### config.mk
export PLATFORM = sky130hd
export DESIGN_NAME = mandel_iter
export DESIGN_NICKNAME = d
export VERILOG_FILES = /design/src/design/mandel_pkg.sv /design/src/design/mandel_iter.sv
export SDC_FILE = /design/constraint.sdc
export NUM_CORES = 2
export LEC_CHECK = 0
export BUFFER_PORTS_ARGS = -buffer_cell sky130_fd_sc_hd__clkbuf_2
export CAP_MARGIN = 20
export CORE_MARGIN = 2
export CORE_UTILIZATION = 35
export DETAILED_ROUTE_END_ITERATION = 16
export PLACE_DENSITY = 0.51
export SYNTH_ARGS = -nofsm -noshare
export SYNTH_HDL_FRONTEND = slang
export SYNTH_SLANG_ARGS = --single-unit
### constraint.sdc
create_clock -name clk_sys -period 13.1 [get_ports clk_sys]
set_input_delay 3.275 -clock clk_sys [delete_from_list [all_inputs] [get_ports clk_sys]]
set_output_delay 3.275 -clock clk_sys [all_outputs]
set_load 0.01 [all_outputs]
### src/design/mandel_pkg.sv
/* mandelbrot renderer shared definitions
   fixed-point format, reset view, framebuffer geometry and pixel types */

package mandel_pkg;

    // fixed-point format, signed 4.21
    localparam int FP_WIDTH = 25;
    localparam int FP_INT   = 4;
    localparam int FP_FRAC  = FP_WIDTH - FP_INT;  // 21

    typedef logic signed [FP_WIDTH-1:0] fp_t;

    // escape test threshold on |z|^2
    localparam fp_t ESCAPE_SQ = fp_t'(4 * (1 << FP_FRAC));

    localparam int ITER_MAX = 31;  // iteration cap

    localparam int CIDX_W = 8;
    typedef logic [CIDX_W-1:0] cidx_t;

    // small framebuffer keeps sim short
    localparam int FB_WIDTH  = 32;
    localparam int FB_HEIGHT = 18;
    localparam int FB_PIXELS = FB_WIDTH * FB_HEIGHT;
    localparam int FB_ADDR_W = $clog2(FB_PIXELS);
    typedef logic [FB_ADDR_W-1:0] fb_addr_t;

    localparam int CORD_W = 6;
    typedef logic [CORD_W-1:0] cord_t;

    // reset view
    localparam fp_t X_START    = fp_t'(-7 * (1 << (FP_FRAC - 1)));  // -3.5
    localparam fp_t Y_START    = fp_t'(-9 * (1 << (FP_FRAC - 3)));  // -1.125
    localparam fp_t STEP_START = fp_t'(1 << (FP_FRAC - 3));        // 1/8, also the coarsest step

    localparam int PAN_SHIFT = 2;  // pan by 4 steps

    typedef struct packed {
        fp_t x_start;  // left edge
        fp_t y_start;  // top edge
        fp_t step;     // per-pixel increment
    } view_t;

    typedef struct packed {
        cord_t x;
        cord_t y;
        cidx_t cidx;  // escape count as colour index
    } pixel_t;

    typedef enum logic [1:0] {PAN_X, PAN_Y, ZOOM} view_mode_t;

endpackage

### src/design/mandel_iter.sv
/* escape time engine
   iterates z = z^2 + c in fixed point, one step per cycle,
   and reports how many steps ran before escape or the cap */

`timescale 1ns/1ps

module mandel_iter import mandel_pkg::*; (
    input  logic  clk_sys,
    input  logic  rst_sys,
    input  logic  iter_start,
    input  fp_t   c_re,
    input  fp_t   c_im,
    output logic  iter_done,
    output cidx_t iter_count
);

    fp_t   z_re;
    fp_t   z_im;
    fp_t   c_re_q;   // c captured at start
    fp_t   c_im_q;
    cidx_t count;
    logic  running;

    // full precision products
    logic signed [2*FP_WIDTH-1:0] prod_re2;
    logic signed [2*FP_WIDTH-1:0] prod_im2;
    logic signed [2*FP_WIDTH-1:0] prod_xy;

    fp_t re2;   // z_re^2
    fp_t im2;   // z_im^2
    fp_t xy;    // z_re * z_im
    logic signed [FP_WIDTH:0] mag;  // one extra bit, sum can reach 8
    logic  escaped;
    logic  capped;

    always_comb begin
        prod_re2 = z_re * z_re;
        prod_im2 = z_im * z_im;
        prod_xy  = z_re * z_im;
        re2      = fp_t'(prod_re2 >>> FP_FRAC);  // back to 4.21, top bits dropped
        im2      = fp_t'(prod_im2 >>> FP_FRAC);
        xy       = fp_t'(prod_xy >>> FP_FRAC);
        mag      = re2 + im2;
    end

    assign escaped = mag > ESCAPE_SQ;
    assign capped  = (count == CIDX_W'(ITER_MAX));

    always_ff @(posedge clk_sys) begin
        if (rst_sys) begin
            running   <= 1'b0;
            iter_done <= 1'b0;
        end else begin
            iter_done <= 1'b0;
            if (iter_start) begin
                z_re    <= '0;  // z0 = 0
                z_im    <= '0;
                count   <= '0;
                c_re_q  <= c_re;
                c_im_q  <= c_im;
                running <= 1'b1;
            end else if (running) begin
                if (escaped || capped) begin
                    iter_done  <= 1'b1;
                    iter_count <= count;
                    running    <= 1'b0;
                end else begin
                    z_re  <= re2 - im2 + c_re_q;
                    z_im  <= (xy <<< 1) + c_im_q;  // 2xy + c_im
                    count <= count + 1'b1;
                end
            end
        end
    end

    // count stops at the cap
    a_count_cap: assert property (@(posedge clk_sys) disable iff (rst_sys)
        iter_done |-> (iter_count <= CIDX_W'(ITER_MAX)));

endmodule

==> reports/metrics.csv <==
metric,value,unit
cts_tree,done,
startpoint_type,flip-flop,
fillers,19100,
avgSynthCellArea,9.53,um^2
worstRegToRegCells,37,
boundaryPins,62,
layout_common_cells,"inv_1, fa_1, nand2_1",
worstSetupPathType,reg -> reg,
insertion_delay,510,ps
place_hpwl,146,mm
layout.nets,9172,
regArea,3520,um^2
critical_path.most_common_cell,fa_1,
multiInputGateArea,53900,um^2
setup.worst_path.start,z_im[3],
grt_pass1_vias,49100,
fmax,0.0823,GHz
cp-end-kind,flip-flop,
slowest_stage,edfxtp_1,
setup_tns,0,ps
stdcell_area,70000,um^2
top_layer,met5,
die_h,439,um
cts_sinks,118,
drive_above_1_share,3.69,%
route.met2.wl,89.9,mm
min_period,12160,ps
viasPerCell,4.67,
critPathMaxStageDelay,840,ps
grt_max_degree,55,
rsz0062_at_grt,no,
placedInstanceArea,69400,um^2
vias,43800,
r2r-end,z_im[1],
synthFlopType,edfxtp_1,
remaining_drc_errors,0,
drv_cap,0,
setup_violations,0,
die_w,439,um
fp.coreArea,188000,um^2
fin_crit_sh,92.8,%
post_cts_resized,0,
wl_met1,73.4,mm
dieArea,192000,um^2
wl_met3,6.04,mm
ys_seq_elements,118,
ctsHoldBuffers,0,
required,13260,ps
endpoint,z_im[1],
path_max_fanout,50,
critPathArrivalTime,12310,ps
mostFrequentLayoutCell,inv_1,
antenna_found_initial,5,
post-place-cells,9339,
path_clk_slew,70,ps
synth_warnings,0,
cts_setup_buffers,0,
outcome,"complete, no violations",
ant_nets,0,
grt_pass1_wl,282,mm
syn_nets,9246,
clk_path_buf_depth,2,
holdPathStages,0,
drv_slew,0,
hold_path.class,reg -> reg,
wl,174,mm
ys_async_sr_fraction,0,%
hold_violations,0,
place.gp.congestion,0.877,
r2r_start,z_im[3],
wl_per_cell,18.6,um
clockRootBuffer,clkbuf_16,
dr.pass1.iters,5,
ys_seq_area_share,5.33,%
areaGrowthSynthToFinish,5.98,%
syn-cell-area,66100,um^2
synth_edf_count,116,
rrSetupSlack,940,ps
fp-row-count,159,
h-tree-depth,4,
grtUsageTotal,19.1,%
slew_headroom,19.5,%
initial_core_util,35.2,%
fin_worst_skew,19.0,ps
synth_cell_types,85,
hp-start,count[7],
drtIter0Drc,2143,
cts_made_buffers,17,
syn_inst,6937,
place.port_buffers,61,
tightestPinTransition,1190,ps
grt_overflow_total,0,
stdcell_count,9374,
worst min path at each step:
stage / end
4_1_cts: iter_count[6]
2_1_floorplan: iter_count[7]
3_3_place_gp: iter_count[6]
3_5_place_dp: iter_count[1]
6_report: iter_count[7]
5_1_grt: iter_count[1]
cells by family after synthesis:
family                   after synthesis  synth area share [%]
buffers and inverters               2317                  13.2
adder cells (fa/ha/maj)             2258                  62.7
AND/OR/NAND/NOR                     1614                  11.5
AO/OA/AOI/OAI                        412                  4.29
XOR/XNOR                             212                  2.90
flip-flops                           118                  5.33
multiplexers                           6                0.0966
flip-flops by register name, indices dropped and copies added (netlist names):
signal      flops
c_im_q         25
c_re_q         25
z_im           25
z_re           25
count           8
iter_count      8
iter_done       1
running         1
Yosys cell counts, types with 4 or more instances:
cell type | number | area [um^2]
a31oi_1 | 15 | 93.8
a41o_1 | 5 | 50.1
nor2_1 | 198 | 743
nor3b_1 | 4 | 30.0
o21ai_1 | 7 | 35.0
o21a_1 | 16 | 120
o211ai_1 | 12 | 90.1
nand4_1 | 12 | 75.1
clkbuf_1 | 252 | 946
xnor2_1 | 139 | 1220
inv_1 | 2038 | 7650
a211oi_1 | 11 | 82.6
xor2_1 | 68 | 596
a21oi_1 | 112 | 561
nand2_1 | 775 | 2910
fa_1 | 1754 | 35100
a211o_1 | 4 | 35.0
nor2b_1 | 44 | 275
nor3_1 | 35 | 175
nand3_1 | 25 | 125
a31o_2 | 5 | 43.8
buf_1 | 14 | 52.6
and3_1 | 18 | 113
and2_1 | 417 | 2610
a221o_1 | 5 | 50.1
o31ai_1 | 6 | 45.0
nand3b_1 | 5 | 37.5
clkinv_1 | 8 | 30.0
o22ai_1 | 5 | 31.3
nand2b_1 | 37 | 231
a21boi_0 | 6 | 45.0
or2_2 | 10 | 62.6
a21o_1 | 62 | 465
edfxtp_1 | 116 | 3480
and4_1 | 5 | 43.8
o21ai_0 | 62 | 310
o2111ai_1 | 4 | 35.0
ha_1 | 502 | 6280
or3_1 | 21 | 131
o21bai_1 | 24 | 180
a2111oi_0 | 6 | 52.6
critical path: cells and delay by family (launching register included):
kind,cells,cell delay (ps)
flops,1,840
simple gates,6,1770
fa+ha+maj,9,4390
buf+inv,6,610
compound gates,14,3600
xor+xnor,2,500
per-stage QoR:
step | util, % | setup slack, ps | hold WS, ps
2_1_floorplan | - | 1750 | 451
3_3_place_gp | 37.0 | 1050 | 518
3_5_place_dp | 37.0 | 891 | 513
4_1_cts | 37.3 | 854 | 540
5_1_grt | 37.3 | 245 | 560
6_report | 37.3 | 944 | 536
per-layer routing:
metal	up-vias	track usage, %
met5	-	0
met4	2	4.77
met3	122	1.40
met2	796	34.0
met1	23100	25.2
li1	19800	-
cell type report:
class / count / share of cell area, %
diodes: 3 / 0.0107
repair buffers: 175 / 1.71
clock inverters: 15 / 0.273
clock buffers: 17 / 0.607
inverters: 2049 / 11.0
flip-flops and latches: 118 / 5.03
multi-input cells: 4502 / 76.9
well taps: 2495 / 4.46
Power is not shown: default switching activity piles up to over one toggle a cycle in this logic, so the estimate is an artifact.
