==> config.mk <==
export PLATFORM = sky130hd
export DESIGN_NAME = framebuffer
export DESIGN_NICKNAME = d
export VERILOG_FILES = /design/src/design/mandel_pkg.sv /design/src/design/framebuffer.sv
export SDC_FILE = /design/constraint.sdc
export NUM_CORES = 2
export LEC_CHECK = 0
export BUFFER_PORTS_ARGS = -buffer_cell sky130_fd_sc_hd__buf_2
export CAP_MARGIN = 30
export CORE_MARGIN = 5
export CORE_UTILIZATION = 59
export CTS_BUF_LIST = sky130_fd_sc_hd__clkbuf_2 sky130_fd_sc_hd__clkbuf_4 sky130_fd_sc_hd__clkbuf_8
export CTS_CLUSTER_SIZE = 10
export DETAILED_ROUTE_END_ITERATION = 16
export GPL_ROUTABILITY_DRIVEN = 0
export PLACE_DENSITY = 0.8
export REMOVE_ABC_BUFFERS = 1
export SYNTH_ARGS = -nofsm -noshare
export SYNTH_HDL_FRONTEND = slang
export SYNTH_MEMORY_MAX_BITS = 65536
export SYNTH_SLANG_ARGS = --single-unit
==> constraint.sdc <==
create_clock -name clk_sys -period 9.2 [get_ports clk_sys]
set_input_delay 0.46 -clock clk_sys [delete_from_list [all_inputs] [get_ports clk_sys]]
set_output_delay 0.46 -clock clk_sys [all_outputs]
set_load 0.01 [all_outputs]
==> src/design/mandel_pkg.sv <==
/* mandelbrot renderer shared definitions
   fixed-point format, reset view, framebuffer geometry and pixel types */

package mandel_pkg;

    // fixed-point format, signed 4.21
    localparam int FP_WIDTH = 25;
    localparam int FP_INT   = 4;
    localparam int FP_FRAC  = FP_WIDTH - FP_INT;  // 21

    typedef logic signed [FP_WIDTH-1:0] fp_t;

    // escape test threshold on |z|^2
    localparam fp_t ESCAPE_SQ = fp_t'(4 * (1 << FP_FRAC));

    localparam int ITER_MAX = 31;  // iteration cap

    localparam int CIDX_W = 8;
    typedef logic [CIDX_W-1:0] cidx_t;

    // small framebuffer keeps sim short
    localparam int FB_WIDTH  = 32;
    localparam int FB_HEIGHT = 18;
    localparam int FB_PIXELS = FB_WIDTH * FB_HEIGHT;
    localparam int FB_ADDR_W = $clog2(FB_PIXELS);
    typedef logic [FB_ADDR_W-1:0] fb_addr_t;

    localparam int CORD_W = 6;
    typedef logic [CORD_W-1:0] cord_t;

    // reset view
    localparam fp_t X_START    = fp_t'(-7 * (1 << (FP_FRAC - 1)));  // -3.5
    localparam fp_t Y_START    = fp_t'(-9 * (1 << (FP_FRAC - 3)));  // -1.125
    localparam fp_t STEP_START = fp_t'(1 << (FP_FRAC - 3));        // 1/8, also the coarsest step

    localparam int PAN_SHIFT = 2;  // pan by 4 steps

    typedef struct packed {
        fp_t x_start;  // left edge
        fp_t y_start;  // top edge
        fp_t step;     // per-pixel increment
    } view_t;

    typedef struct packed {
        cord_t x;
        cord_t y;
        cidx_t cidx;  // escape count as colour index
    } pixel_t;

    typedef enum logic [1:0] {PAN_X, PAN_Y, ZOOM} view_mode_t;

endpackage

==> src/design/framebuffer.sv <==
/* colour index framebuffer
   pixel to address conversion, registered write, synchronous read */

`timescale 1ns/1ps

module framebuffer import mandel_pkg::*; (
    input  logic     clk_sys,
    input  logic     pix_valid,
    input  pixel_t   pix,
    input  fb_addr_t rd_addr,
    output cidx_t    rd_cidx
);

    cidx_t    mem [FB_PIXELS];

    logic     wr_en;    // write stage, one cycle after pix_valid
    fb_addr_t wr_addr;
    cidx_t    wr_cidx;

    // address stage, row major
    always_ff @(posedge clk_sys) begin
        wr_en   <= pix_valid;
        wr_addr <= fb_addr_t'(pix.y * FB_WIDTH + pix.x);
        wr_cidx <= pix.cidx;
    end

    // memory write lands the cycle after
    always_ff @(posedge clk_sys) begin
        if (wr_en) mem[wr_addr] <= wr_cidx;
    end

    // synchronous read port
    always_ff @(posedge clk_sys) begin
        rd_cidx <= mem[rd_addr];
    end

    // scanner coordinates stay inside the buffer
    a_wr_in_range: assert property (@(posedge clk_sys)
        wr_en |-> (wr_addr < FB_PIXELS));

endmodule

==> out/summary.txt <==
CTS tree - yes
Vias in the first global route - 91586
Tot GR Track Use - 29.1%
# Max-Cap Violations - 0
Internal - 32400 uW
Longest Clk Path Bufs - 4
Crit path from - wr_addr[1]
Synthesized area per cell - 21.8 sq um
First-pass GRT wire length - 657000 um
Simple-gate share of the synthesized area - 2.67%
CP max stage delay - 0.84 ns
Port Buffers - 38
Grt total ovfl - 0
Final WL - 463000 um
Clock Tree Root - clkbuf_8
Chip width - 561 um
Most used cell, CP - buf_4
Largest fanout on the critical path - 16
H-Tree Depth - 6
Post-synth EDFFs - 4608
Num CTS Buffers - 690
Fin. Hold Viols - 0
FP Rows - 202
Initial Utilization - 59.2%
Yosys warns - 0
Layout filler cell count - 18125
# DRC - 0
Asr flop ratio synth - 0%
Die H - 561 um
Vias/cell - 6.93
Flop pwr share - 55.9%
Worst Hold Slack - 0.164 ns
Initial antenna violation count - 36
Switching Share - 22.3%
Worst min path class - input port to flop
FF+latch count, synth - 4635
Post-synthesis compound-gate area fraction - 1.83%
Pin count of the biggest net entering global routing - 208
TNS Setup - 0 ns
Leakage power - 0.0614 uW
Max VDD drop - 0.161 mV
Maximum clock rate - 233 MHz
Post-synthesis mux area share - 16.5%
Power Density - 210 nW/um^2
Sw power - 9280 uW
Period utilisation layout - 46.6%
CP startpoint kind - flop
Worst Tran Pin Value - 1.21 ns
Clock-pin slew on the worst setup and hold paths - 0.07 ns
Reg2Reg Capture Point - mem[146][6]
Area share of fa/ha/maj cells after synthesis - 0.0140%
Fin. max-slew vios - 0
Worst EP arrival - 4.97 ns
Final setup viols - 0
Overall Power - 41700 uW
Area of the die - 315000 sq um
Ys flop type - edfxtp_1
I/O pin count - 40
Crit path kind - flop to flop
Worst-Skew Late Latency - 1.13 ns
Post-layout minimum cycle time - 4.29 ns
Cell area after synthesis - 179000 sq um
Layout cells sized above 1 - 27.7%
Final nets - 8715
RSZ-0062 raised after global routing - no
Comb power frac - 5.1%
Worst r2r src - wr_addr[1]
R2R depth - 5
DR pass1 iterations - 6
Clock sink count - 4635
Synth cell types - 70
FF/Latch Area - 139000 sq um
CP max stage cell - dfxtp_1
Flop-to-flop setup slack - 4.91 ns
Ordered cell list for the critical path - nor2b_1, buf_4, nand3_2, buf_4, nor2_1
Post-route cell area - 198000 sq um
Area of the multi-input gates - 38000 sq um
HPWL after DPL - 270000 um
Final setup skew - 0.0868 ns
Largest family of logic cells by synthesized area - multiplexers
XOR/XNOR Fraction of Synth Area - 0.0147%
DR iter-0 viols - 15243
Routed len/inst - 35.0 um
Outcome - completed
Setup crit end kind - flop
Post-Place Cell Area - 184000 sq um
Final antenna-violating net count - 0
Worst EP required - 9.88 ns
Relative slew slack - 19.5%
Gate Count Post-Synth - 8223
Vias - 91807
Seq/Total Area, Yosys - 77.5%
Clk pwr share - 39.0%
Area grow syn2layout - 10.5%
CP endpoint - mem[146][6]
Core area - 303000 sq um
## Yosys cell counts, drive strengths merged, types with 49 or more instances
master	n	area [sq um]
a21oi	61	305
a22oi	50	375
buf	298	1810
clkbuf	219	822
edfxtp	4608	138000
mux2i	246	2460
mux4	1201	27000
nand2	244	916
nand3	79	395
nor2	639	2400
o21ai	49	245
o221ai	54	473
o22ai	96	601
## layout by cell type, fill, tap and decap left out, types with 12 or more instances in the layout
cell	synthesis	routed
edfxtp_1	4608	4608
mux4_2	1201	1201
clkbuf_8	0	703
nor2_1	639	637
mux2i_1	246	246
nand2_1	244	234
clkbuf_4	0	205
clkinv_1	1	187
buf_4	79	163
o22ai_1	96	96
clkinv_2	0	71
a21oi_1	61	61
nand3_1	79	59
diode_2	0	54
o221ai_1	54	54
a22oi_1	50	50
o21ai_0	49	49
dlygate4sd3_1	0	39
nor3_1	40	38
buf_2	141	36
a31oi_1	32	32
buf_12	0	26
and3_1	19	19
dfxtp_1	27	19
a211oi_1	18	18
nand4_1	18	18
bufinv_16	0	16
nor2b_1	20	15
nor4_1	16	15
and2_1	15	14
inv_6	0	14
o211ai_1	13	13
a311oi_1	13	13
nand3_4	0	13
buf_16	0	12
## layout make-up
cell class | count | share of cell area, %
well taps | 3978 | 2.51
diodes | 54 | 0.0682
repair buffers | 283 | 1.37
flip-flops and latches | 4635 | 70.1
multi-input cells | 3062 | 19.2
inverters | 9 | 0.0284
clock inverters | 317 | 1.03
clock buffers | 907 | 5.66
## metrics by stage
stage                     utilization, %  instances  setup slack [ns]
after floorplan                        -       7706             0.253
after CTS                           65.3      13178              5.09
after global routing                65.4      13199              4.96
after detailed placement            60.8      11915              4.00
after global placement              60.7      11904              4.05
final                               65.4      13245              4.91
## power by group through the flow
stage	combinational (uW)	clock (uW)	sequential, uW
2_1_floorplan	839	0	24000
3_3_place_gp	1960	0	23800
3_5_place_dp	2030	0	23800
4_1_cts	2050	16300	23300
5_1_grt	2170	17500	23300
6_report	2110	16300	23300
## registers in the layout, indices dropped and copies added, names as in the netlist
register	count
wr_addr	10
wr_cidx	8
mem	4608
rd_cidx	8
wr_en	1
## kinds of logic (layout without fill, tap and decap cells)
| logic type | Yosys count | after routing |
|---|---|---|
| and+or+nand+nor | 1134 | 1134 |
| muxes | 1455 | 1455 |
| buffers and inverters | 526 | 1516 |
| xor gates and xnor gates | 3 | 3 |
| AOI/OAI and AO/OA | 468 | 468 |
| DFF | 4635 | 4635 |
| adders and majority gates | 2 | 2 |
| other | 0 | 54 |
## worst min-delay path by stage
stage | start | end | slack [ns] | cells after the start
floorplan | pix[14] | wr_addr[0] | 0.49 | 0
global placement | pix_valid | wr_en | 0.56 | 1
detailed placement | pix[6] | wr_cidx[6] | 0.56 | 1
CTS | rd_addr[7] | rd_cidx[5] | 0.03 | 4
global route | rd_addr[7] | rd_cidx[5] | 0.13 | 4
finish | rd_addr[7] | rd_cidx[5] | 0.16 | 4
## layer usage
layer | routed length [um] | global-route usage, %
met1 | 151000 | 39.0
met4 | 29200 | 16.3
met5 | 73 | 0
met2 | 215000 | 43.2
met3 | 67600 | 9.16
## critical path, delay by kind of cell, from the launching register on
| family | cells | cell delay (ns) |
|---|---|---|
| simple gates | 3 | 2.12 |
| buf+inv | 2 | 0.88 |
| flops | 1 | 0.84 |
## timing repair
action | 4_1_cts | 5_1_grt
hold buffers | 39 | 0
endpoints found under the hold margin | 22 | 0
setup buffers | 0 | 0
endpoints found under the setup margin | 0 | 0
gates resized for setup | 0 | 0
Note: power is estimated with default switching activity, not from simulation.
