--- config.mk ---
export PLATFORM = sky130hd
export DESIGN_NAME = view_control
export DESIGN_NICKNAME = d
export VERILOG_FILES = /design/src/design/mandel_pkg.sv /design/src/design/view_control.sv
export SDC_FILE = /design/constraint.sdc
export NUM_CORES = 1
export LEC_CHECK = 0
export BUFFER_PORTS_ARGS = -buffer_cell sky130_fd_sc_hd__buf_4
export CAP_MARGIN = 20
export CORE_MARGIN = 2
export CORE_UTILIZATION = 61
export CTS_CLUSTER_SIZE = 30
export DETAILED_ROUTE_END_ITERATION = 8
export PLACE_DENSITY_LB_ADDON = 0.2
export SYNTH_ARGS = -nofsm -noshare
export SYNTH_HDL_FRONTEND = slang
export SYNTH_SLANG_ARGS = --single-unit
--- constraint.sdc ---
create_clock -name clk_sys -period 12.5 [get_ports clk_sys]
set_clock_uncertainty 0.05 [all_clocks]
set_input_delay 0.625 -clock clk_sys [delete_from_list [all_inputs] [get_ports clk_sys]]
set_output_delay 0.625 -clock clk_sys [all_outputs]
set_load 0.01 [all_outputs]
--- src/design/mandel_pkg.sv ---
/* mandelbrot renderer shared definitions
   fixed-point format, reset view, framebuffer geometry and pixel types */

package mandel_pkg;

    // fixed-point format, signed 4.21
    localparam int FP_WIDTH = 25;
    localparam int FP_INT   = 4;
    localparam int FP_FRAC  = FP_WIDTH - FP_INT;  // 21

    typedef logic signed [FP_WIDTH-1:0] fp_t;

    // escape test threshold on |z|^2
    localparam fp_t ESCAPE_SQ = fp_t'(4 * (1 << FP_FRAC));

    localparam int ITER_MAX = 31;  // iteration cap

    localparam int CIDX_W = 8;
    typedef logic [CIDX_W-1:0] cidx_t;

    // small framebuffer keeps sim short
    localparam int FB_WIDTH  = 32;
    localparam int FB_HEIGHT = 18;
    localparam int FB_PIXELS = FB_WIDTH * FB_HEIGHT;
    localparam int FB_ADDR_W = $clog2(FB_PIXELS);
    typedef logic [FB_ADDR_W-1:0] fb_addr_t;

    localparam int CORD_W = 6;
    typedef logic [CORD_W-1:0] cord_t;

    // reset view
    localparam fp_t X_START    = fp_t'(-7 * (1 << (FP_FRAC - 1)));  // -3.5
    localparam fp_t Y_START    = fp_t'(-9 * (1 << (FP_FRAC - 3)));  // -1.125
    localparam fp_t STEP_START = fp_t'(1 << (FP_FRAC - 3));        // 1/8, also the coarsest step

    localparam int PAN_SHIFT = 2;  // pan by 4 steps

    typedef struct packed {
        fp_t x_start;  // left edge
        fp_t y_start;  // top edge
        fp_t step;     // per-pixel increment
    } view_t;

    typedef struct packed {
        cord_t x;
        cord_t y;
        cidx_t cidx;  // escape count as colour index
    } pixel_t;

    typedef enum logic [1:0] {PAN_X, PAN_Y, ZOOM} view_mode_t;

endpackage

--- src/design/view_control.sv ---
/* view controller
   button strobes pick a mode and build a candidate view,
   valid candidates are committed and start a render */

`timescale 1ns/1ps

module view_control import mandel_pkg::*; (
    input  logic       clk_sys,
    input  logic       rst_sys,
    input  logic       btn_fire,
    input  logic       btn_up,
    input  logic       btn_dn,
    input  logic       busy,      // render in progress
    output view_mode_t mode,
    output view_t      view,      // view being rendered
    output logic       render_start
);

    view_t cand;        // registered candidate
    view_t cand_next;
    logic  pending;     // candidate waiting for check
    logic  render_req;  // initial render after reset
    logic  accept;
    logic  cand_ok;

    // up/down only when idle and nothing in flight
    assign accept  = !busy && !pending && !render_start && !render_req;
    assign cand_ok = (cand.step != '0) && (cand.step <= STEP_START);

    // apply pan/zoom rules to the current view
    always_comb begin
        cand_next = view;
        case (mode)
            PAN_X: begin
                if (btn_up) cand_next.x_start = view.x_start - (view.step <<< PAN_SHIFT);
                else        cand_next.x_start = view.x_start + (view.step <<< PAN_SHIFT);
            end
            PAN_Y: begin
                if (btn_up) cand_next.y_start = view.y_start - (view.step <<< PAN_SHIFT);
                else        cand_next.y_start = view.y_start + (view.step <<< PAN_SHIFT);
            end
            ZOOM: begin
                if (btn_up) begin  // zoom out
                    cand_next.step    = view.step <<< 1;
                    cand_next.x_start = view.x_start - (view.step <<< 4);
                    cand_next.y_start = view.y_start - (view.step <<< 3);
                end else begin     // zoom in
                    cand_next.step    = view.step >>> 1;
                    cand_next.x_start = view.x_start + (view.step <<< 3);
                    cand_next.y_start = view.y_start + (view.step <<< 2);
                end
            end
            default: cand_next = view;
        endcase
    end

    // candidate loaded on an accepted strobe
    always_ff @(posedge clk_sys) begin
        if (accept && (btn_up || btn_dn)) cand <= cand_next;
    end

    always_ff @(posedge clk_sys) begin
        if (rst_sys) begin
            mode         <= PAN_X;
            view         <= '{x_start: X_START, y_start: Y_START, step: STEP_START};
            pending      <= 1'b0;
            render_req   <= 1'b1;  // draw reset view
            render_start <= 1'b0;
        end else begin
            render_start <= 1'b0;  // pulse

            // fire is never blocked
            if (btn_fire) begin
                case (mode)
                    PAN_X:   mode <= PAN_Y;
                    PAN_Y:   mode <= ZOOM;
                    default: mode <= PAN_X;
                endcase
            end

            if (accept && (btn_up || btn_dn)) pending <= 1'b1;

            if (pending) begin
                pending <= 1'b0;
                if (cand_ok) begin  // out of range candidates dropped silently
                    view         <= cand;
                    render_start <= 1'b1;
                end
            end else if (render_req) begin
                render_req   <= 1'b0;
                render_start <= 1'b1;
            end
        end
    end

    // busy comes back from the scanner
    a_no_start_busy: assert property (@(posedge clk_sys) disable iff (rst_sys)
        !(render_start && busy));

endmodule

==> impl_summary.log <==
INFO  metric cts_root_buffer = clkbuf_16
INFO  metric cts_made_buffers = 17
INFO  metric flow.area_growth_from_synthesis = 9.95%
INFO  metric final-instance-count-excl-fill = 1958
INFO  metric fp.dieArea = 0.0230 sq mm
INFO  metric numClockSinks = 155
INFO  metric multiInputGateArea = 0.00880 sq mm
INFO  metric initial_utilization = 61.5%
INFO  metric synthXorXnorAreaFrac = 7.78%
INFO  metric detailroute.via_count = 12428
INFO  metric slew_headroom = 33.4%
INFO  metric final_critical_path_time_including_i_o_delays_and_setup = 4.58 ns
INFO  metric whs_endpoint = render_req
INFO  metric busiest_layer = met2
INFO  metric max-cap-violations = 0
INFO  metric all_layer_gr_usage = 32.6%
INFO  metric drv_slew = 0
INFO  metric path_clk_slew = 0.07 ns
INFO  metric hold_path_class = register to register
INFO  metric post_route_worst_hold_slack = 0.404 ns
INFO  metric fillCellCount = 1792
INFO  metric synth_adder_area_share = 13.3%
INFO  metric first_global_vias = 11396
INFO  metric placed_cell_area = 0.0140 sq mm
INFO  metric layout_common_cells = nand2_1, a21oi_1, ha_1, nor2_1, buf_4
INFO  metric post-route-drc-count = 0
INFO  metric outcome = complete, no violations
INFO  metric synth-edff-count = 75
INFO  metric synth_compound_area_share = 24.7%
INFO  metric area_of_the_core = 0.0216 sq mm
INFO  metric share_of_post_route_cells_with_drive_strength_above_1 = 9.48%
INFO  metric initial_antenna_violation_count = 0
INFO  metric hpwlAfterDp = 26.7 mm
INFO  metric insertion_delay = 0.44 ns
INFO  metric end_kind = register
INFO  metric io_buffer_count = 83
INFO  metric mean_routed_wirelength_per_cell = 19.1 um
INFO  metric dp.cells = 1926
INFO  metric mappedNetlistNets = 1785
INFO  metric total_power = 1.42 mW
INFO  metric via_per_inst = 6.35
INFO  metric synth-seq-area-share = 29.0%
INFO  metric detailedRoute.firstIterationViolations = 1073
INFO  metric critical_path.startpoint = view[1]
INFO  metric cellPowerDensity = 97.4 mW/mm^2
INFO  metric critPathLaunchType = register
INFO  metric top_level_i_o_count = 84
INFO  metric unrepaired_setup_endpoints_after_global_routing = no
INFO  metric grt_pass1_wl = 59.3 mm
INFO  metric nNetsFinal = 1809
INFO  metric synth.avg_cell_area = 8.10 sq um
INFO  metric die-height = 152 um
INFO  metric floorplan.rows = 54
INFO  metric async_flop_share = 0%
INFO  metric grt_max_degree = 81
INFO  metric synth_cell_type_count = 83
INFO  metric finalHoldViolations = 0
INFO  metric postRouteWirelength = 37.3 mm
INFO  metric critical_path.reg2reg.endpoint = cand[74]
INFO  metric main_combinational_cell_family_by_area_after_synthesis = compound AO/OA/AOI/OAI gates
INFO  metric reg2reg_depth = 14
INFO  metric worst-setup-path-type = register to register
INFO  metric antenna-diode-count = 0
INFO  metric worstReg2RegStart = view[1]
INFO  metric min_delay_path_depth = 1
INFO  metric netlist_area = 0.0133 sq mm
INFO  metric final_core_util = 67.6%
INFO  metric worst_ep_required_time = 12.64 ns
INFO  metric final.period_utilization = 36.6%
INFO  metric highest_attainable_clock_frequency = 0.219 GHz
INFO  metric tritoncts = done
INFO  metric ctsLongestPathBuffers = 2
INFO  metric antenna_violating_nets_post_route = 0
INFO  metric hold_path.startpoint = render_req
INFO  metric vdd_drop_max = 0.0000986 V
INFO  metric arrival = 4.71 ns
INFO  metric r2r_setup_slack = 7.92 ns
INFO  metric gp_routability_congestion = 0.918
INFO  metric static-leakage-power = 5.98 nW
INFO  metric use_met1 = 46.8%
INFO  metric dominantRegCellSynth = dfxtp_1
INFO  metric yosysWarnings = 0
INFO  metric fin_area = 0.0146 sq mm
INFO  metric detailedPlace.worstSlack = 7.96 ns
INFO  metric synth.ff_latch_count = 155
INFO  metric detailedRoute.firstPassIterationCount = 6
INFO  metric global_route_met3_utilization = 3.80%
INFO  metric final-setup-viol-count = 0
INFO  metric setup_total_negative_slack = 0 ns
INFO  metric global_route.overflow_total = 0
INFO  metric cts_hold_buf = 0
INFO  metric synthMuxAreaShare = 2.66%
INFO  metric mostFrequentLayoutCell = nand2_1
INFO  metric grtUsageMet2 = 51.5%
INFO  metric final.setup.worst_slack = 7.92 ns
INFO  metric critPathMaxFanout = 12
INFO  metric layout.area.seq = 0.00385 sq mm
INFO  metric cts_max_level = 4
INFO  metric post_cts_resized = 0
INFO  metric actual_transition_at_the_worst_max_transition_pin = 0.991 ns
INFO  metric die_width = 152 um
INFO  metric synthSimpleGateAreaFrac = 17.6%
INFO  metric post_cts_repair_timing_setup_buffer_count = 0
INFO  metric synth_cells = 1641
-- state kept, by name (all words and copies together), names as in the netlist --
register / cells
cand: 75
mode: 2
pending: 1
render_req: 1
render_start: 1
view: 75
-- synth_stat cells, types with 20 or more instances --
master | number | area (sq um)
nor2b_1 | 20 | 125
nand2_1 | 225 | 845
a21oi_1 | 198 | 991
inv_1 | 73 | 274
nor2_1 | 128 | 480
dfxtp_1 | 80 | 1600
xor2_1 | 35 | 307
clkbuf_1 | 70 | 263
nand3_1 | 27 | 135
edfxtp_1 | 75 | 2250
a31oi_1 | 20 | 125
a21o_1 | 46 | 345
nor3_1 | 26 | 130
xnor2_1 | 83 | 727
ha_1 | 132 | 1650
mux2i_1 | 32 | 320
o21ai_0 | 80 | 400
-- kinds of logic (layout without fill, tap and decap cells) --
logic type | after synthesis | after routing
compound gates | 510 | 510
simple gates | 519 | 519
xor+xnor | 118 | 118
mux | 35 | 35
fa+ha+maj | 138 | 138
flops | 155 | 155
buf+inv | 166 | 203
-- area by class of cell --
type                    instances  share of cell area [%]
flip-flops and latches        155                    26.4
well taps                     280                    2.40
clock buffers                  22                    3.32
multi-input cells            1320                    60.2
inverters                      74                    1.90
repair buffers                 97                    4.98
clock inverters                10                   0.779
-- metal layers --
layer	wire length, um	vias up
li1	-	5960
met1	16600	5833
met2	16900	572
met3	3030	63
met4	820	0
met5	0	-
-- where the power goes --
group | internal [mW] | switching [mW]
Clock | 0.317 | 0.226
Sequential | 0.558 | 0.0140
Combinational | 0.125 | 0.184
Total | 0.999 | 0.424
-- worst max path at each step --
stage	end	slack, ns	cells after the start
after global routing	cand[73]	7.60	15
after floorplan	cand[0]	2.77	4
final	cand[74]	7.92	14
after detailed placement	cand[73]	7.96	15
after CTS	cand[73]	7.95	15
after global placement	cand[73]	8.12	15
-- critical path, stage by stage, from the launching register on --
cell	delay, ns
dfxtp_1	0.63
inv_1	0.32
ha_1	0.35
mux2_2	0.29
fa_1	0.43
nor2b_1	0.14
o21a_1	0.13
o21ai_0	0.19
a211o_1	0.36
a2111oi_0	0.72
o31a_1	0.24
o21ai_0	0.13
mux2i_1	0.15
a21oi_1	0.13
nand3_1	0.09
No activity file was read; power rests on OpenSTA's default activity.
