===== config.mk =====
export PLATFORM = sky130hd
export DESIGN_NAME = pixel_scan
export DESIGN_NICKNAME = d
export VERILOG_FILES = /design/src/design/mandel_pkg.sv /design/src/design/pixel_scan.sv
export SDC_FILE = /design/constraint.sdc
export NUM_CORES = 1
export LEC_CHECK = 0
export ABC_AREA = 1
export BUFFER_PORTS_ARGS = -buffer_cell sky130_fd_sc_hd__buf_2
export CAP_MARGIN = 20
export CORE_MARGIN = 5
export CORE_UTILIZATION = 45
export DETAILED_ROUTE_END_ITERATION = 10
export PLACE_DENSITY = 0.78
export SLEW_MARGIN = 10
export SYNTH_ARGS = -nofsm -noshare
export SYNTH_HDL_FRONTEND = slang
export SYNTH_SLANG_ARGS = --single-unit

===== constraint.sdc =====
create_clock -name clk_sys -period 2.75 [get_ports clk_sys]
set_input_delay 0.275 -clock clk_sys [delete_from_list [all_inputs] [get_ports clk_sys]]
set_output_delay 0.275 -clock clk_sys [all_outputs]
set_load 0.02 [all_outputs]

===== src/design/mandel_pkg.sv =====
/* mandelbrot renderer shared definitions
   fixed-point format, reset view, framebuffer geometry and pixel types */

package mandel_pkg;

    // fixed-point format, signed 4.21
    localparam int FP_WIDTH = 25;
    localparam int FP_INT   = 4;
    localparam int FP_FRAC  = FP_WIDTH - FP_INT;  // 21

    typedef logic signed [FP_WIDTH-1:0] fp_t;

    // escape test threshold on |z|^2
    localparam fp_t ESCAPE_SQ = fp_t'(4 * (1 << FP_FRAC));

    localparam int ITER_MAX = 31;  // iteration cap

    localparam int CIDX_W = 8;
    typedef logic [CIDX_W-1:0] cidx_t;

    // small framebuffer keeps sim short
    localparam int FB_WIDTH  = 32;
    localparam int FB_HEIGHT = 18;
    localparam int FB_PIXELS = FB_WIDTH * FB_HEIGHT;
    localparam int FB_ADDR_W = $clog2(FB_PIXELS);
    typedef logic [FB_ADDR_W-1:0] fb_addr_t;

    localparam int CORD_W = 6;
    typedef logic [CORD_W-1:0] cord_t;

    // reset view
    localparam fp_t X_START    = fp_t'(-7 * (1 << (FP_FRAC - 1)));  // -3.5
    localparam fp_t Y_START    = fp_t'(-9 * (1 << (FP_FRAC - 3)));  // -1.125
    localparam fp_t STEP_START = fp_t'(1 << (FP_FRAC - 3));        // 1/8, also the coarsest step

    localparam int PAN_SHIFT = 2;  // pan by 4 steps

    typedef struct packed {
        fp_t x_start;  // left edge
        fp_t y_start;  // top edge
        fp_t step;     // per-pixel increment
    } view_t;

    typedef struct packed {
        cord_t x;
        cord_t y;
        cidx_t cidx;  // escape count as colour index
    } pixel_t;

    typedef enum logic [1:0] {PAN_X, PAN_Y, ZOOM} view_mode_t;

endpackage


===== src/design/pixel_scan.sv =====
/* pixel scanner
   walks the framebuffer in raster order, one escape calculation at a time */

`timescale 1ns/1ps

module pixel_scan import mandel_pkg::*; (
    input  logic   clk_sys,
    input  logic   rst_sys,
    input  logic   render_start,
    input  view_t  view,        // stable while busy
    input  logic   iter_done,
    input  cidx_t  iter_count,
    output logic   iter_start,
    output fp_t    c_re,
    output fp_t    c_im,
    output logic   pix_valid,
    output pixel_t pix,
    output logic   busy,
    output logic   render_done
);

    typedef enum logic [1:0] {S_IDLE, S_RUN, S_FIN} scan_state_t;

    scan_state_t state;
    cord_t       x_cnt;
    cord_t       y_cnt;
    logic        last_col;
    logic        last_pix;

    assign last_col = (x_cnt == CORD_W'(FB_WIDTH - 1));
    assign last_pix = last_col && (y_cnt == CORD_W'(FB_HEIGHT - 1));

    always_ff @(posedge clk_sys) begin
        if (rst_sys) begin
            state       <= S_IDLE;
            busy        <= 1'b0;
            iter_start  <= 1'b0;
            pix_valid   <= 1'b0;
            render_done <= 1'b0;
        end else begin
            iter_start  <= 1'b0;
            pix_valid   <= 1'b0;
            render_done <= 1'b0;
            case (state)
                S_IDLE: if (render_start) begin
                    x_cnt      <= '0;
                    y_cnt      <= '0;
                    c_re       <= view.x_start;  // top left corner
                    c_im       <= view.y_start;
                    busy       <= 1'b1;
                    iter_start <= 1'b1;
                    state      <= S_RUN;
                end
                S_RUN: if (iter_done) begin
                    pix_valid <= 1'b1;
                    pix       <= '{x: x_cnt, y: y_cnt, cidx: iter_count};
                    if (last_pix) begin
                        state <= S_FIN;
                    end else begin
                        iter_start <= 1'b1;  // next pixel straight away
                        if (last_col) begin  // wrap to next row
                            x_cnt <= '0;
                            y_cnt <= y_cnt + 1'b1;
                            c_re  <= view.x_start;
                            c_im  <= c_im + view.step;
                        end else begin
                            x_cnt <= x_cnt + 1'b1;
                            c_re  <= c_re + view.step;
                        end
                    end
                end
                S_FIN: begin  // one cycle after the last pixel
                    render_done <= 1'b1;
                    busy        <= 1'b0;
                    state       <= S_IDLE;
                end
                default: state <= S_IDLE;
            endcase
        end
    end

    // one calculation in flight at a time
    a_one_outstanding: assert property (@(posedge clk_sys) disable iff (rst_sys)
        iter_start |=> (!iter_start throughout iter_done [->1]));

endmodule


==> flow_summary.toml, run 1 <==
[run_status]
outcome = "complete, no violations"

[sta]
worstMarginPinSlew_ps = 687.0
slew_headroom_pct = 53.95
max_freq_ghz = 0.4654
setup_viol = 0
period_needed_ps = 2148
period_share_pct = 78.13
tns_ps = 0
holdWs_ps = 96.58
rsz0062_at_grt = "false"
slew_viol_final = 0
skew_ps = 12.80
hold_viol = 0

[clock_network]
clock_latency_ps = 360
cts_buffers = 9
cts_buffer_depth = 2
root_buffer = "clkbuf_16"
postCtsSetupBuffers = 0
ctsHtreeMaxLevel = 3
cts_hold_buf = 0
cts_num_sinks = 88
tritoncts = "built"
cts_resized = 0
clkTransAtPathRegs_ps = 80

[final_layout]
drive_above_1_share_pct = 17.83
final_nets = 1313
n_antenna_cell = 0
syn_to_final_growth_pct = 19.03

[route]
wl_per_cell_um = 15.25
routed.top_layer = "met5"
ant_nets = 0
wl_met1_um = 9222
met2_length_um = 8954
dr_total_vias = 6934
drc = 0
wl_um = 21180
dr.pass1.iters = 5
vias_per_cell = 4.992
wl_met3_um = 2243
drt_iter0_drc = 584

[yosys]
synth_compound_area_share_pct = 4.985
synth_top_family_by_area = "simple AND/OR/NAND/NOR gates"
synthXorXnorAreaFrac_pct = 2.484
synth.area.mux_share_pct = 0.4258
synthCells = 1006
synthSimpleGateAreaFrac_pct = 35.73
ys_ff_latch = 88
yosys.cell_types.count = 37
yosys_warnings = 0
synthAdderAreaFrac_pct = 9.615
syn_area_mm2 = 0.007053
async_flop_share_pct = 0
synth_edf_count = 82
syn_area_per_cell_um2 = 7.011
synth_nets = 1146
ys.flop_type = "edfxtp_1"
ys_seq_area_share_pct = 36.62

[placement]
gp_congestion = 0.9779
place_hpwl_um = 17100
numPortBuffers = 160

[floorplanning]
ios = 161
initial_core_util_pct = 46.05
dieWidth_um = 135.2
core-area_mm2 = 0.01531
rows = 45
die_area_mm2 = 0.01828
die_h_um = 135.2

[critical_path]
worstSetupStartpointType = "register"
crit_top_cell = "nand2_1"
cp_max_fo = 4
startpoint = "c_im[0]"
path_cells = "ha_1 > fa_1 > nand2_1 > nand3_1 > nand3_1 > nand2_1 > nand2_1 > nand2_1 > nand2_1 > nand3_1 > nand3_1 > nand2_1"
timing.rr.end = "c_im[18]"
endpoint = "c_im[18]"
cp.arrival_ps = 2270
cpPeakStageDelay_ps = 400
path_depth = 12
worst-path-buf-inv = 0
rrSetupSlack_ps = 600
crit_type = "register to register"
required_ps = 2870
rr_worst_depth = 12
end_kind = "register"
slowest_stage = "fa_1"
path_delay_family = "simple AND/OR/NAND/NOR gates"
crit-reg2reg-launch = "c_im[0]"

[global_routing]
grt_max_degree = 40
grt_pass1_wl_um = 33240
antenna_found_initial = 3
first_global_vias = 6543
overflow = 0
grtUsageTotal_pct = 23.22

[min_path]
hp-class = "primary input to register"

[power]
power_density_mw_per_mm2 = 486.3
leakage_nw = 4.384
ir_drop_v = 0.0003684

[flow_run]
drv_cap = 0
==> how the worst min path moves through the flow <==
stage	start	to	slack, ps	cells after the start
after floorplan	rst_sys	render_done	350	1
after global placement	y_cnt[4]	pix[12]	440	0
after detailed placement	y_cnt[4]	pix[12]	440	0
after CTS	iter_count[3]	pix[3]	90	1
after global routing	iter_count[6]	pix[6]	90	1
final	iter_count[1]	pix[1]	100	1
==> state kept, by name (all words and copies together) (netlist names) <==
| name | flops |
|---|---|
| render_done | 1 |
| iter_start | 1 |
| x_cnt | 6 |
| pix | 20 |
| y_cnt | 6 |
| c_re | 25 |
| busy | 1 |
| pix_valid | 1 |
| c_im | 25 |
| state | 2 |
==> logic make-up after synthesis <==
kind of cell,Yosys count
AND/OR/NAND/NOR,591
AO/OA/AOI/OAI,68
adder cells (fa/ha/maj),53
buffers and inverters,183
multiplexers,3
flip-flops,88
XOR/XNOR,20
==> cell usage after synthesis (7+ instances only) <==
library cell,number,area share [%]
a21oi_1,43,3.1
edfxtp_1,82,35
ha_1,51,9.0
inv_1,169,9.0
nand2_1,364,19
nand2_2,9,0.80
nand3_1,73,5.2
nand4_1,13,1.2
nor2_1,84,4.5
nor3_1,9,0.64
o21ai_0,15,1.1
or2_0,10,0.89
xnor2_1,13,1.6
xor2_1,7,0.87
==> layer usage <==
metal	global-route usage, %	vias up
li1	-	3543
met1	30.83	3053
met2	35.67	292
met3	6.835	40
met4	9.295	6
met5	0	-
==> power breakdown <==
| group | internal [mW] | leakage, nW | switching, mW | total [mW] |
|---|---|---|---|---|
| Clock | 0.625 | 0.130 | 0.584 | 1.21 |
| Combinational | 0.436 | 3.44 | 0.818 | 1.25 |
| Sequential | 1.57 | 0.812 | 0.0506 | 1.62 |
==> metrics by stage <==
stage                     utilization, %  cell area [um^2]  setup slack [ps]  power [mW]  instances
after floorplan                        -              7056             309.2       2.510       1006
after global placement             53.00              8117             635.4       2.871       1373
after detailed placement           53.00              8117             587.4       2.887       1373
after CTS                          54.82              8396             604.9       4.095       1389
after global routing               54.82              8396             334.0       4.317       1389
final                              54.82              8396             601.5       4.083       1389
==> worst reg2reg max path, stage by stage (launching register included) <==
cell      delay (ps)
edfxtp_1         380
ha_1             240
fa_1             400
nand2_1          100
nand3_1          100
nand3_1           90
nand2_1          130
nand2_1          100
nand2_1           90
nand2_1           90
nand3_1           70
nand3_1           80
nand2_1           50
==> layout by cell type (no fill, tap or decap), drive strengths merged, types with 2 or more instances in the layout <==
cell | synthesis | final
clkbuf | 1 | 10
or2 | 17 | 17
clkinvlp | 0 | 2
o21ai | 20 | 20
mux2i | 3 | 3
o21bai | 2 | 2
xnor2 | 13 | 13
inv | 173 | 176
buf | 9 | 166
nor4 | 2 | 2
nor2 | 92 | 92
nor3 | 10 | 10
xor2 | 7 | 7
ha | 51 | 51
nand2 | 373 | 373
a21oi | 43 | 43
nand4 | 13 | 13
a21o | 2 | 2
nand3 | 75 | 75
dfxtp | 6 | 6
edfxtp | 82 | 82
and2 | 2 | 2
nand3b | 6 | 6
fa | 2 | 2
==> area by class of cell <==
| class | instances | area [um^2] |
|---|---|---|
| clock inverter | 6 | 50.05 |
| multi-input combinational | 735 | 3762 |
| fill | 1510 | 6919 |
| tap | 211 | 264.0 |
| inverter | 173 | 649.4 |
| sequential | 88 | 2582 |
| clock buffer | 10 | 229.0 |
| timing repair buffer | 166 | 858.3 |
Power figures use the tool's default switching activity.
==> run 2, diff against run 1 <==
Settings changed: ABC_AREA 1 to 0, PLACE_DENSITY 0.78 to 0.77.
Clock period 2.75 ns to 2 ns, I/O delays scaled along.
==> run 2 against run 1 <==
- the flow now finishes with violations (setup timing)
- synthesized cell count decreased by 39%
- final cell count decreased by 18%
- utilization increased by 19 points
- sequential cell count unchanged
- sequential share of layout area decreased by 4.0 points
- combinational power increased by 89%
- count of clock-buffer cells in the layout decreased by 1
- via count decreased by 9.9%
- sequential power increased by 36%
- non-clock buffer count increased by 188
- largest power group is now combinational cells
- highest routed layer is now met4
==> flow_summary.toml, run 2 <==
[run_status]
outcome = "finished with violations"
failed_checks = "setup timing"

[route]
drc = 0
ant_nets = 0
vias_per_cell = 5.492
dr.pass1.iters = 5
drt_iter0_drc = 406
dr_total_vias = 6250
wl_um = 20110
wl_per_cell_um = 17.67

[final_layout]
fin_cells = 1138
syn_to_final_growth_pct = 62.44
final_cell_mix = "170 x buf_4, 160 x buf_2, 86 x nand2_1"
n_antenna_cell = 0
layout_commonest_cell = "buf_4"
final_nets = 1097
drive_above_1_share_pct = 51.25
largestRegisters = "c_im (25), c_re (25), pix (20)"

[yosys]
syn_area_per_cell_um2 = 9.737
synth_top_area_share_pct = 41.39
syn_area_mm2 = 0.005949
ys_seq_area_share_pct = 43.41
yosys_warnings = 0
async_flop_share_pct = 0
ys_ff_latch = 88
yosys.cell_types.count = 58
synthTopCellsByArea = "edfxtp_1 41%, ha_1 11%, nand2_1 5.7%"
synth_edf_count = 82
synth_nets = 751
synthCells = 611
synth.most_common_cell = "nand2_1"
yosys-top-cells-count = "90 x nand2_1, 82 x edfxtp_1, 62 x o21ai_0, 51 x ha_1, 43 x nor2_1"
yosysTopAreaCell = "edfxtp_1"
ys.flop_type = "edfxtp_1"

[global_routing]
antenna_found_initial = 0
met3_usage_pct = 5.288
grtUsageTotal_pct = 24.60
met1_usage_pct = 30.09
grtUsageMet2_pct = 42.17
grt_pass1_wl_um = 31580
grt.busiest_layer = "met2"
overflow = 0
grt_max_degree = 31
first_global_vias = 6549

[sta]
fin_ws_ps = -568.0
period_share_pct = 128.4
skew_ps = 10.09
slew_headroom_pct = 56.73
worstMarginPinSlew_ps = 642.2
rsz0062_at_grt = "true"
slew_viol_final = 0
setup_viol = 39
max_freq_ghz = 0.3894
period_needed_ps = 2568
hold_viol = 0

[power]
power_density_mw_per_mm2 = 649.0
leakage_nw = 4.161
ir_drop_v = 0.0004199
power.total_mw = 6.272

[floorplanning]
initial_core_util_pct = 45.47
ios = 161
rows = 42
die_area_mm2 = 0.01562
core-area_mm2 = 0.01309
dieWidth_um = 125.0
die_h_um = 125.0

[clock_network]
cts_buffer_depth = 2
cts_hold_buf = 0
cts_num_sinks = 88
cts_buffers = 9
clock_latency_ps = 360
ctsHtreeMaxLevel = 3
root_buffer = "clkbuf_16"
clkTransAtPathRegs_ps = 70
tritoncts = "built"

[placement]
gp_congestion = 1.007
place_hpwl_um = 14520
dp_cells = 1086
numPortBuffers = 160

[flow_run]
drv_cap = 0

[critical_path]
cpPeakStageDelay_ps = 400
worstSetupStartpointType = "register"
cp.arrival_ps = 2670
cp_max_fo = 3
slowest_stage = "edfxtp_1"
path_cells = "ha_2 > fa_2 > a211oi_4 > nor3_4 > nor4_4 > nor2_4 > a31oi_4 > mux2i_1 > nand3_1"
path_delay_family = "simple AND/OR/NAND/NOR gates"
crit_type = "register to register"
worst-path-buf-inv = 0
crit-reg2reg-launch = "c_im[0]"
required_ps = 2100
startpoint = "c_im[0]"
end_kind = "register"

[min_path]
hp-class = "primary input to register"
hp-start = "iter_count[4]"
[run 2: cell count changes in the layout (fill, tap and decap cells not counted), moves of 10 or more]
cell,delta
buf_4,+165
nand3_1,-61
inv_1,-161
a21oi_1,-23
ha_4,+19
nand2_1,-278
ha_1,-23
a21oi_2,+12
a21o_1,+10
o21ai_1,+31
nor2_1,-49
xor2_1,+16
or2_0,-10
buf_6,+18
[run 2: cell families (layout without fill, tap and decap cells)]
logic type | after synthesis | count (layout) | synth area share, %
flip-flops | 88 | 88 | 43.41
AND/OR/NAND/NOR | 206 | 206 | 15.96
XOR/XNOR | 49 | 49 | 7.213
buffers and inverters | 27 | 378 | 1.724
multiplexers | 2 | 2 | 0.3365
AO/OA/AOI/OAI | 186 | 186 | 19.96
adder cells (fa/ha/maj) | 53 | 53 | 11.40
[run 2: what timing repair did]
| action | CTS | global route |
|---|---|---|
| endpoints found under the setup margin | 79 | 92 |
| buffers inserted | 25 | 18 |
| gates resized for setup | 94 | 57 |
| pin swaps | 68 | 55 |
[run 2: layout make-up]
cell class,count,area [um^2]
Multi-Input combinational cell,496,4144
Clock inverter,7,62.56
Clock buffer,9,225.2
Sequential cell,88,2582
Timing Repair Buffer,354,2400
Tap cell,176,220.2
Inverter,8,30.03
Fill cell,856,3421
[run 2: routing by layer]
| layer | vias to the layer above | part of all wire [%] |
|---|---|---|
| met4 | 0 | 3.1 |
| met1 | 2975 | 41 |
| li1 | 2979 | - |
| met2 | 248 | 50 |
| met3 | 48 | 6.1 |
| met5 | - | 0 |
[run 2: where the power goes]
| part | internal [mW] | total [mW] | switching, mW |
|---|---|---|---|
| logic | 1.16 | 2.36 | 1.20 |
| registers | 2.15 | 2.21 | 0.0669 |
| clock network | 0.873 | 1.70 | 0.831 |
[run 2: worst paths after layout]
check	slack [ps]	to	cells past startpoint
setup / recovery	-570	c_im[24]	9
hold / removal	20	pix[4]	1
setup reg to reg	-570	c_im[24]	9
hold reg to reg	490	pix[15]	0
[run 2: metrics by stage]
| stage | hold slack, ps | cell area [um^2] | setup TNS [ps] | setup slack, ps | util [%] |
|---|---|---|---|---|---|
| floorplan | 271.6 | 6247 | -9462 | -532.5 | - |
| global placement | 380.5 | 8453 | -11660 | -562.6 | 64.60 |
| detailed placement | 378.9 | 8453 | -13700 | -590.3 | 64.60 |
| CTS | 12.36 | 9288 | -11670 | -493.8 | 70.98 |
| global route | 15.89 | 9664 | -17950 | -661.8 | 73.86 |
| finish | 21.16 | 9664 | -14410 | -568.0 | 73.86 |
